==> src/rtl/odd_pipe_cfg.svh <==
`ifndef ODD_PIPE_CFG_SVH
`define ODD_PIPE_CFG_SVH

// Datapath widths
`define ODD_QW_BITS    128  // One quadword
`define ODD_ADDR_BITS  7    // Register address, 128 registers
`define ODD_PC_BITS    8    // Program counter
`define ODD_IMM_BITS   10   // Immediate field

`define ODD_LS_WORDS   64   // Local store depth in quadwords

// Forwarding chain and unit latencies in cycles
`define ODD_FW_SLOTS   7    // Slot 0 is always empty
`define ODD_LAT_BR     1
`define ODD_LAT_PERM   4
`define ODD_LAT_LS     6
`define ODD_WB_LAT     7    // Issue to writeback for every unit

`endif

==> src/rtl/odd_pipe_pkg.sv <==
package odd_pipe_pkg;

	// Target execution unit of an issued instruction
	typedef enum logic [1:0] {
		unit_perm = 2'd0,
		unit_ls   = 2'd1,
		unit_br   = 2'd2,
		unit_none = 2'd3   // Falls back to the permute unit
	} unit_e;

	// Odd pipe opcodes, format already folded in by decode
	typedef enum logic [3:0] {
		op_nop     = 4'd0,
		op_shlqbyi = 4'd1,  // Shift left by imm bytes, zero fill
		op_rotqbyi = 4'd2,  // Rotate left by imm bytes
		op_lqd     = 4'd3,  // Load quadword at ra word0 + imm
		op_stqd    = 4'd4,  // Store rt_st at ra word0 + imm
		op_br      = 4'd5,  // Unconditional, pc + imm
		op_brz     = 4'd6,  // Taken if rb word0 is zero
		op_brsl    = 4'd7   // Branch and link, rt gets pc + 1
	} odd_op_e;

endpackage

==> src/rtl/odd_issue_if.sv <==
`include "odd_pipe_cfg.svh"

interface odd_issue_if;

	logic                          issue;      // One cycle strobe per instruction
	odd_pipe_pkg::odd_op_e         op;
	logic [`ODD_ADDR_BITS-1:0]     rt_addr;    // Destination register
	logic [`ODD_QW_BITS-1:0]       ra;
	logic [`ODD_QW_BITS-1:0]       rb;
	logic [`ODD_QW_BITS-1:0]       rt_st;      // Store data
	logic [`ODD_IMM_BITS-1:0]      imm;
	logic                          reg_write;  // Instruction writes a register
	logic [`ODD_PC_BITS-1:0]       pc;

	// Issue side, inside the top level
	modport dispatch (
		output issue, op, rt_addr, ra, rb, rt_st, imm, reg_write, pc
	);

	// Execution unit side
	modport unit (
		input issue, op, rt_addr, ra, rb, rt_st, imm, reg_write, pc
	);

endinterface

==> src/rtl/branch_unit.sv <==
`include "odd_pipe_cfg.svh"

module branch_unit (
	input  logic                      clk,
	input  logic                      reset,
	odd_issue_if.unit                 iss,
	input  logic                      first,         // Branch is first of its pair
	output logic [`ODD_QW_BITS-1:0]   data,          // Link value
	output logic [`ODD_ADDR_BITS-1:0] addr,
	output logic                      write,
	output logic [`ODD_PC_BITS-1:0]   pc_wb,         // Branch target
	output logic                      branch_taken,
	output logic                      branch_kill    // Drop the twin instruction
);

	logic taken;
	logic link;

	always_comb begin
		case (iss.op)
			odd_pipe_pkg::op_br,
			odd_pipe_pkg::op_brsl: taken = 1'b1;
			odd_pipe_pkg::op_brz: taken = (iss.rb[`ODD_QW_BITS-1 -: 32] == 32'd0);  // rb word0
			default: taken = 1'b0;
		endcase
		link = (iss.op == odd_pipe_pkg::op_brsl) && iss.reg_write;
	end

	// Decision, single stage
	always_ff @(posedge clk) begin
		if (reset) begin
			branch_taken <= 1'b0;
			branch_kill <= 1'b0;
			write <= 1'b0;
		end else begin
			branch_taken <= iss.issue && taken;
			branch_kill <= iss.issue && taken && first;
			write <= iss.issue && link;
		end
	end

	// Target and link value, held until the next branch
	always_ff @(posedge clk) begin
		if (iss.issue) begin
			pc_wb <= iss.pc + iss.imm[`ODD_PC_BITS-1:0];  // Relative target, wraps
			data <= {{(`ODD_QW_BITS-`ODD_PC_BITS){1'b0}}, iss.pc + `ODD_PC_BITS'(1)};
			addr <= iss.rt_addr;
		end
	end

endmodule

==> src/flat_wrapper.sv <==
// flat-port wrapper written by rule: the top's interface ports become plain ports
module branch_unit_flat 
  (clk, reset, first, data, addr, write, pc_wb, branch_taken, branch_kill, iss_issue, iss_op, iss_rt_addr, iss_ra, iss_rb, iss_rt_st, iss_imm, iss_reg_write, iss_pc);
  odd_issue_if iss_i ();
  input  logic clk;
  input  logic reset;
  input  logic first;
  output logic [`ODD_QW_BITS-1:0] data;
  output logic [`ODD_ADDR_BITS-1:0] addr;
  output logic write;
  output logic [`ODD_PC_BITS-1:0] pc_wb;
  output logic branch_taken;
  output logic branch_kill;
  input wire logic [$bits(iss_i.issue)-1:0] iss_issue;
  input wire logic [$bits(iss_i.op)-1:0] iss_op;
  input wire logic [$bits(iss_i.rt_addr)-1:0] iss_rt_addr;
  input wire logic [$bits(iss_i.ra)-1:0] iss_ra;
  input wire logic [$bits(iss_i.rb)-1:0] iss_rb;
  input wire logic [$bits(iss_i.rt_st)-1:0] iss_rt_st;
  input wire logic [$bits(iss_i.imm)-1:0] iss_imm;
  input wire logic [$bits(iss_i.reg_write)-1:0] iss_reg_write;
  input wire logic [$bits(iss_i.pc)-1:0] iss_pc;
  assign iss_i.issue = iss_issue;
  assign iss_i.op = iss_op;
  assign iss_i.rt_addr = iss_rt_addr;
  assign iss_i.ra = iss_ra;
  assign iss_i.rb = iss_rb;
  assign iss_i.rt_st = iss_rt_st;
  assign iss_i.imm = iss_imm;
  assign iss_i.reg_write = iss_reg_write;
  assign iss_i.pc = iss_pc;
  branch_unit u_core (.clk(clk), .reset(reset), .iss(iss_i), .first(first), .data(data), .addr(addr), .write(write), .pc_wb(pc_wb), .branch_taken(branch_taken), .branch_kill(branch_kill));
endmodule
==> config.mk <==
export PLATFORM = sky130hd
export DESIGN_NAME = branch_unit_flat
export DESIGN_NICKNAME = d
export VERILOG_FILES = /design/src/rtl/odd_pipe_pkg.sv /design/src/rtl/odd_issue_if.sv /design/src/rtl/branch_unit.sv /design/src/flat_wrapper.sv
export VERILOG_INCLUDE_DIRS = /design/src /design/src/rtl
export SDC_FILE = /design/constraint.sdc
export NUM_CORES = 1
export LEC_CHECK = 0
export ABC_AREA = 1
export BUFFER_PORTS_ARGS = -buffer_cell sky130_fd_sc_hd__buf_2
export CAP_MARGIN = 20
export CORE_AREA = 3 3 220 222
export CTS_CLUSTER_DIAMETER = 120
export CTS_CLUSTER_SIZE = 14
export DETAILED_ROUTE_END_ITERATION = 16
export DIE_AREA = 0 0 223 225
export HOLD_SLACK_MARGIN = 0.08
export PLACE_DENSITY = 0.3
export SLEW_MARGIN = 5
export SYNTH_ARGS = -nofsm -noshare
export SYNTH_HDL_FRONTEND = slang
export SYNTH_SLANG_ARGS = --single-unit
==> constraint.sdc <==
create_clock -name clk -period 1.4 [get_ports clk]
set_input_delay 0.21 -clock clk [delete_from_list [all_inputs] [get_ports clk]]
set_output_delay 0.21 -clock clk [all_outputs]
set_load 0.05 [all_outputs]
### Word level (Yosys, flattened, before mapping)

Cells that the tools add are included.

* flip-flop bits (word level): 26
* input bits: 418
* output and inout bits: 146

* add/subtract/negate cells: 2
* equality and inequality tests: 3
* muxes and demuxes: 1
* reductions and logical operators: 6

Operators by type and width (count)
* $logic_not A32 Y1: 1
* $eq A4 B3 Y1 const B: 3
* $add A8 B1 Y8 const B: 1
* $add A8 B8 Y8: 1
* $logic_and A1 B1 Y1: 4
* $pmux W1 S2: 1
* $reduce_or A2 Y1: 1

### Depth between registers and ports, before layout

Gate-level depths: netlist of the first run.

* depth in word-level cells: 5
* depth in mapped cells: 8
* depth with buffers taken out: 8

### Worst setup path after synthesis of the first run

No wires, ideal clock.

* kind: input -> register
* from: input iss_pc[0]
* to: register u_core.pc_wb[6], data pin
* data arrival time: 1.148 ns
* data required time: 1.142 ns
* slack: -0.006 ns
* stages on the path: 5
* buffers on the path: 0
* cell sequence: ha_1 > fa_1 > nand4_1 > nand3_1 > xor2_1

* cells in the longest elaborated chain, start to end: 1

RTL lines
* start, declared: RTL line flat_wrapper.sv:22 `input wire logic [$bits(iss_i.pc)-1:0] iss_pc;`
* $add A8 B8 Y8: RTL line branch_unit.sv:45 `` pc_wb <= iss.pc + iss.imm[`ODD_PC_BITS-1:0]; ``
* end signal, assigned: RTL line branch_unit.sv:45
* end, declared: RTL line branch_unit.sv:11 `` output logic [`ODD_PC_BITS-1:0] pc_wb, ``

No other way between the ends.
A chain may end at the register's enable or synchronous reset.

### Worst setup path after layout of the first run

* from: input iss_pc[6]
* to: register u_core.pc_wb[7], data pin

Same word-level chain as after synthesis.

==> results.txt, run 1 <==
----------------------------------------------------
[Setup path]
  Type of destination of the critical path ... register
  Largest delay contributor family on the critical path ... compound AO/OA/AOI/OAI gates
  Critical path's largest stage delay ... 0.31 ns
  Maximum fanout encountered on the critical timing path ... 3
  Type of element launching the critical path ... input pin
  Required time of the critical path ... 1.42 ns
  Arrival time at the worst endpoint ... 1.30 ns
  Setup Crit Path Kind ... input pin to register
  Ordered cell list for the critical path ... buf_2 -> ha_1 -> a21oi_1 -> a21boi_0 -> nand2_1 -> nand2_1 -> nand2_1
  Slowest cell on the critical path ... sky130_fd_sc_hd__ha_1
  Most used cell along the critical path ... sky130_fd_sc_hd__nand2_1
  WP buf/inv ... 1

[Timing]
  Max frequency ... 0.783 GHz
  Pins over their slew limit ... 0
  Final period demand of the worst path ... 1.28 ns
  Worst setup slack after layout ... 0.122 ns
  Crit share post-route ... 0.913
  Final hold vios ... 0
  RSZ-0062 raised after global routing ... false
  Final setup violation count ... 0

[Routing]
  Router iterations before antenna repair ... 4
  Vias per Instance ... 1.61
  Total Wirelength ... 6070 µm
  Routed WL per cell ... 6.27 µm
  Post-route DRC violation count ... 0
  Vias ... 1554
  Number of DRC violations after detailed-routing iteration 0 ... 46
  Antenna Violating Nets Remaining ... 0

[Clocking]
  Total number of H-tree levels ... 1
  Number of buffers created by CTS ... 3
  TritonCTS clock tree ... built
  Bufs on Longest Clock Path ... 2
  Count of buffers added by post-CTS timing repair for setup ... 0
  Total of cells resized after clock tree synthesis ... 0
  Cell chosen for the clock root ... sky130_fd_sc_hd__clkbuf_16
  Clk slew on worst S/H paths ... 0.07 ns
  Number of hold buffers added after cts ... 0
  Clock Sink Count ... 26

[Synth]
  Dominant register cell in the synthesized netlist ... sky130_fd_sc_hd__edfxtp_1
  Distinct cells, synth ... 23
  Dominant combinational cell family by area after synthesis ... buffers and inverters
  Mux cell area share after synthesis ... 0
  Count of flip-flops with a built-in enable after synthesis ... 23
  Flip-flop and latch count after synthesis ... 26
  Syn Std Cell Area ... 2240 µm²
  Proportion of synthesized flip-flops having asynchronous set or reset ... 0
  Arithmetic-cell share of the synthesized area counting full adders, half adders and majority gates ... 0.0536
  Proportion of synthesized chip area in sequential cells ... 0.335
  Area fraction in compound gates after synthesis ... 0.0179
  Yosys warning count ... 0
  Synthesized instance count ... 249
  Xor/xnor share of the synthesized area ... 0.0469
  Average footprint of a synthesized cell ... 9.00 µm²
  Share of synthesized cell area in and, or, nand and nor gates ... 0.120

[Cells and area]
  Final Net Count ... 789
  Fill cell instance count of the final layout ... 5463
  Area growth from synthesis to final layout ... 43.8%
  Final antenna diode count ... 0
  Fraction of layout cells with a size suffix above 1 ... 0.327

[Global route]
  Total GRT Usage ... 0.0210
  Number of global-route vias before repair ... 1354
  Wire length of the first global-routing pass ... 8110 µm
  Antenna violations before repair ... 0
  Total grt overflow ... 0
  Pin count of the biggest net entering global routing ... 24

[Worst hold path]
  Number of cells on the worst hold path ... 1
  Terminating pin of the worst hold path ... u_core.addr[4]$_DFFE_PP_
  Min-delay worst type ... input pin to register
  Beginning of the worst hold path ... iss_rt_addr[4]

[Power]
  Fraction of power consumed by sequential logic ... 0.317
  Leakage power ... 1.44 nW
  Peak VDD IR ... 360 µV
  Switching share of power ... 0.482
  Fraction of power consumed by the clock network ... 0.218
  Ratio of total power to cell area ... 930 nW/µm²
  Power, Total ... 3.00 mW
  Cell internal power dissipation ... 1.55 mW
  Total net switching power ... 1.45 mW
  Fraction of power consumed by combinational cells ... 0.464

[Placement]
  DP Wirelength ... 5380 µm
  Pre-CTS setup slack ... -0.148 ns
  Count of buffers from port buffering ... 89
  Gp weighted congestion ... 0.624

[Die]
  Core area ... 46600 µm²
  Io pins ... 564
  Die extent in y ... 225 µm
  Cell Rows ... 79
  Die Width ... 223 µm
  Die Footprint ... 50200 µm²
  Initial core utilization ... 0.0482

[Job]
  Maxcap violations ... 0

[Outcome]
  Status ... finished, final reports clean

----------------------------------------------------
## worst max path at each step
| stage | startpoint | end | cells past startpoint |
|---|---|---|---|
| 2_1_floorplan | iss_pc[0] | u_core.pc_wb[6]$_DFFE_PP_ | 5 |
| 3_3_place_gp | iss_pc[6] | u_core.pc_wb[7]$_DFFE_PP_ | 7 |
| 3_5_place_dp | iss_pc[6] | u_core.pc_wb[7]$_DFFE_PP_ | 7 |
| 4_1_cts | iss_pc[6] | u_core.pc_wb[7]$_DFFE_PP_ | 7 |
| 5_1_grt | iss_pc[6] | u_core.pc_wb[7]$_DFFE_PP_ | 7 |
| 6_report | iss_pc[6] | u_core.pc_wb[7]$_DFFE_PP_ | 7 |
## metal layers
metal	up-vias	routed length, µm	global-route usage
li1	769	-	-
met1	657	2460	0.0262
met2	124	2890	0.0381
met3	4	695	0.00456
met4	0	21	0.00246
met5	-	0	0
## power by group through the flow
stage | sequential, mW | combinational (mW) | clock, mW
CTS | 0.954 | 1.41 | 0.682
floorplan | 1.24 | 1.09 | 0
detailed placement | 0.969 | 1.40 | 0
global route | 0.961 | 1.47 | 0.721
finish | 0.952 | 1.39 | 0.654
global placement | 0.969 | 1.41 | 0
## cell type report
cell class                      instances  area [µm²]  share of cell area
Inverter                               14        52.6              0.0163
Clock buffer                            4        78.8              0.0244
Tap cell                              607         759               0.236
Multi-Input combinational cell        208         987               0.306
Timing Repair Buffer                  109         596               0.185
Sequential cell                        26         751               0.233
## placed cells by master (no fill, tap or decap), drive strengths merged
| cell | n |
|---|---|
| a21boi | 1 |
| a21oi | 3 |
| a31oi | 1 |
| and3 | 1 |
| buf | 109 |
| clkbuf | 4 |
| conb | 120 |
| dfxtp | 3 |
| edfxtp | 23 |
| fa | 1 |
| ha | 8 |
| inv | 14 |
| nand2 | 21 |
| nand3 | 6 |
| nand3b | 1 |
| nand4 | 3 |
| nor2 | 27 |
| nor3 | 1 |
| o21bai | 1 |
| or2 | 1 |
| xnor2 | 2 |
| xor2 | 10 |
## state kept, by name (all words and copies together), names as in the netlist
register / flops
u_core.data: 8
u_core.pc_wb: 8
u_core.addr: 7
u_core.branch_kill: 1
u_core.branch_taken: 1
u_core.write: 1
## per-stage QoR
stage	hold WS (ns)	std cells	util	setup TNS (ns)	area (µm²)
2_1_floorplan	0.309	368	-	0	2690
3_3_place_gp	0.388	964	0.0676	-0.667	3150
3_5_place_dp	0.389	964	0.0676	-0.731	3150
4_1_cts	0.116	968	0.0693	0	3220
5_1_grt	0.111	968	0.0693	0	3220
6_report	0.121	968	0.0693	0	3220
## synth_stat cells, drive strengths merged (2+ instances only)
master / n / share of area
xnor2: 2 / 0.0078
nand2: 21 / 0.037
dfxtp: 3 / 0.027
xor2: 10 / 0.039
nand4: 3 / 0.0084
nor2: 27 / 0.045
a21oi: 3 / 0.0067
nand3: 6 / 0.018
ha: 8 / 0.045
buf: 120 / 0.40
edfxtp: 23 / 0.31
inv: 14 / 0.023
## kinds of logic (layout without fill, tap and decap cells)
family	Yosys count	after routing
other	1	120
xor gates and xnor gates	12	12
DFF	26	26
buffers and inverters	134	127
AOI/OAI and AO/OA	6	6
adders and majority gates	9	9
and+or+nand+nor	61	61
No activity file was read; power rests on OpenSTA's default activity.
==> run 2, diff against run 1 <==
--- a/config.mk
+++ b/config.mk
@@ -9,12 +9,13 @@
 export ABC_AREA = 1
 export BUFFER_PORTS_ARGS = -buffer_cell sky130_fd_sc_hd__buf_2
 export CAP_MARGIN = 20
-export CORE_AREA = 3 3 220 222
+export CORE_AREA = 3 3 216 218
 export CTS_CLUSTER_DIAMETER = 120
 export CTS_CLUSTER_SIZE = 14
 export DETAILED_ROUTE_END_ITERATION = 16
-export DIE_AREA = 0 0 223 225
+export DIE_AREA = 0 0 219 221
 export HOLD_SLACK_MARGIN = 0.08
+export MAX_ROUTING_LAYER = met4
 export PLACE_DENSITY = 0.3
 export SLEW_MARGIN = 5
 export SYNTH_ARGS = -nofsm -noshare
==> constraint.sdc (replaced) <==
create_clock -name clk -period 1.3 [get_ports clk]
set_input_delay 0.195 -clock clk [delete_from_list [all_inputs] [get_ports clk]]
set_output_delay 0.195 -clock clk [all_outputs]
set_load 0.05 [all_outputs]
==> run 2 against run 1 <==
Against the previous run:
- via count shrank 0.71%
- combinational power grew 8%
- global-route usage grew 0.12 points
- clock power grew 16%
- worst setup slack lost 0.035 ns
- power grew 9.9%
- first-iteration DRC count grew 43%
- die area shrank 3.5%
- sequential share of layout area grew 0.15 points
- sequential power grew 9%
- design area shrank 0.62%
- critical path type unchanged
==> results.txt, run 2 (synthesis results as in run 1) <==
----------------------------------------------------
[Outcome]
  Status ... finished, final reports clean

[Setup path]
  Required time of the critical path ... 1.30 ns (-0.12 ns)
  Arrival time at the worst endpoint ... 1.21 ns (-0.09 ns)
  Setup Crit Path Kind ... input pin to register
  Slowest cell on the critical path ... sky130_fd_sc_hd__fa_2
  Type of element launching the critical path ... input pin
  WP buf/inv ... 2 (+1)
  Ordered cell list for the critical path ... buf_2 -> ha_2 -> fa_2 -> buf_4 -> xor2_1
  Largest delay contributor family on the critical path ... adder cells
  Maximum fanout encountered on the critical timing path ... 3 (unchanged)
  Critical path's largest stage delay ... 0.39 ns (+0.08 ns)
  Type of destination of the critical path ... register

[Power]
  Ratio of total power to cell area ... 1030 nW/µm² (+11%)
  Cell internal power dissipation ... 1.72 mW (+11%)
  Switching share of power ... 0.478 (-0.00438)
  Peak VDD IR ... 471 µV (+31%)
  Fraction of power consumed by the clock network ... 0.230 (+0.012)
  Fraction of power consumed by combinational cells ... 0.454 (-0.010)
  Fraction of power consumed by sequential logic ... 0.316 (about the same)
  Leakage power ... 1.43 nW (-0.96%)
  Power, Total ... 3.30 mW (+9.9%)
  Total net switching power ... 1.58 mW (+8.9%)

[Clocking]
  TritonCTS clock tree ... built
  Total number of H-tree levels ... 1 (unchanged)
  Number of buffers created by CTS ... 3 (unchanged)
  Clock Sink Count ... 26 (unchanged)
  Bufs on Longest Clock Path ... 2 (unchanged)
  Number of hold buffers added after cts ... 0 (unchanged)
  Cell chosen for the clock root ... sky130_fd_sc_hd__clkbuf_16
  Clk slew on worst S/H paths ... 0.07 ns (about the same)

[Routing]
  Routed WL per cell ... 6.41 µm (+2.3%)
  Total Wirelength ... 6140 µm (+1.1%)
  Routed met1 length ... 2230 µm (-9.2%)
  Number of DRC violations after detailed-routing iteration 0 ... 66 (+43%)
  Routed met3 length ... 930 µm (+34%)
  Vias per Instance ... 1.61 (+0.43%)
  Vias ... 1543 (-0.71%)
  Top routing layer in use ... met4
  Post-route DRC violation count ... 0 (unchanged)
  Router iterations before antenna repair ... 4 (unchanged)
  Antenna Violating Nets Remaining ... 0 (unchanged)
  Length of routed met2 wiring ... 2910 µm (+0.69%)

[Placement]
  Count of buffers from port buffering ... 89 (unchanged)
  Area after DPL ... 3110 µm² (-1.2%)
  DP Wirelength ... 5550 µm (+3.1%)
  Gp weighted congestion ... 0.667 (+6.9%)

[Cells and area]
  Design Area, Final ... 3200 µm² (-0.62%)
  Top library cells by usage in the layout, fill and taps aside ... 120 x sky130_fd_sc_hd__conb_1, 89 x sky130_fd_sc_hd__buf_2, 27 x sky130_fd_sc_hd__nor2_1, 23 x sky130_fd_sc_hd__edfxtp_1, 19 x sky130_fd_sc_hd__nand2_1
  Final antenna diode count ... 0 (unchanged)
  Fraction of layout cells with a size suffix above 1 ... 0.328 (+0.000861)
  Largest registers ... u_core.data: 8 flops, u_core.pc_wb: 8 flops, u_core.addr: 7 flops
  Most common cell after layout, fill and taps aside ... sky130_fd_sc_hd__conb_1
  Area growth from synthesis to final layout ... 42.9%
  Final Net Count ... 785 (-0.51%)

[Timing]
  Final setup violation count ... 0 (unchanged)
  Final period demand of the worst path ... 1.21 ns
  Max frequency ... 0.824 GHz
  Pins over their slew limit ... 0 (unchanged)
  RSZ-0062 raised after global routing ... false
  Crit share post-route ... 0.933
  Final hold vios ... 0 (unchanged)
  Final-layout setup total negative slack ... 0 ns (unchanged)

[Global route]
  Wire length of the first global-routing pass ... 7840 µm (-3.3%)
  Pin count of the biggest net entering global routing ... 24 (unchanged)
  Total grt overflow ... 0 (unchanged)
  Total GRT Usage ... 0.0222 (+0.00116)
  Antenna violations before repair ... 0 (unchanged)
  Number of global-route vias before repair ... 1267 (-6.4%)

[Die]
  Die Width ... 219 µm (-1.8%)
  Die extent in y ... 221 µm (-1.8%)
  Initial core utilization ... 0.0497 (+0.00157)
  Core area ... 45100 µm² (-3.2%)
  Die Footprint ... 48400 µm² (-3.5%)
  Io pins ... 564 (unchanged)
  Cell Rows ... 78 (-1.3%)

[Worst hold path]
  Number of cells on the worst hold path ... 1 (unchanged)
  Min-delay worst type ... input pin to register
  Terminating pin of the worst hold path ... u_core.addr[2]$_DFFE_PP_
  Beginning of the worst hold path ... iss_rt_addr[2]

[Job]
  Maxcap violations ... 0 (unchanged)

----------------------------------------------------
[run 2: area by class of cell]
| type | instances | area (µm²) |
|---|---|---|
| Tap cell | 600 | 751 |
| Fill cell | 5337 | 41900 |
| Timing Repair Buffer | 105 | 566 |
| Clock buffer | 4 | 88.8 |
| Inverter | 14 | 52.6 |
| Multi-Input combinational cell | 208 | 996 |
| Sequential cell | 26 | 751 |
[run 2: worst max path at each step]
stage / from / endpoint / slack, ns / cells past startpoint
2_1_floorplan: iss_pc[0] / u_core.pc_wb[6]$_DFFE_PP_ / 0.005 / 5
3_3_place_gp: iss_pc[0] / u_core.pc_wb[4]$_DFFE_PP_ / -0.24 / 5
3_5_place_dp: iss_pc[0] / u_core.pc_wb[4]$_DFFE_PP_ / -0.24 / 5
4_1_cts: iss_pc[0] / u_core.pc_wb[4]$_DFFE_PP_ / 0.04 / 5
5_1_grt: iss_pc[0] / u_core.pc_wb[6]$_DFFE_PP_ / 0.02 / 6
6_report: iss_pc[0] / u_core.pc_wb[2]$_DFFE_PP_ / 0.09 / 5
[run 2: through the flow]
| stage | util | std cells | hold slack [ns] | setup slack, ns |
|---|---|---|---|---|
| after floorplan | - | 368 | 0.294 | 0.00530 |
| after global placement | 0.0690 | 953 | 0.373 | -0.239 |
| after detailed placement | 0.0690 | 953 | 0.374 | -0.240 |
| after CTS | 0.0709 | 957 | 0.0953 | 0.0377 |
| after global routing | 0.0711 | 957 | 0.0937 | 0.0235 |
| final | 0.0711 | 957 | 0.102 | 0.0870 |
[run 2: repair_timing]
action	in CTS	in global routing
gates resized for setup	0	2
buffers inserted	0	0
endpoints found under the setup margin	0	2
[run 2: layer usage]
metal / GRT usage / vias to the layer above
met2: 0.0393 / 133
met5: - / -
met3: 0.00522 / 5
li1: - / 763
met4: 0.00627 / 0
met1: 0.0246 / 642
[run 2: power groups by stage]
stage / combinational [mW] / sequential [mW] / clock [mW]
after floorplan: 1.18 / 1.33 / 0
after global placement: 1.50 / 1.06 / 0
after detailed placement: 1.49 / 1.06 / 0
after CTS: 1.50 / 1.04 / 0.789
after global routing: 1.57 / 1.05 / 0.808
final: 1.50 / 1.04 / 0.758
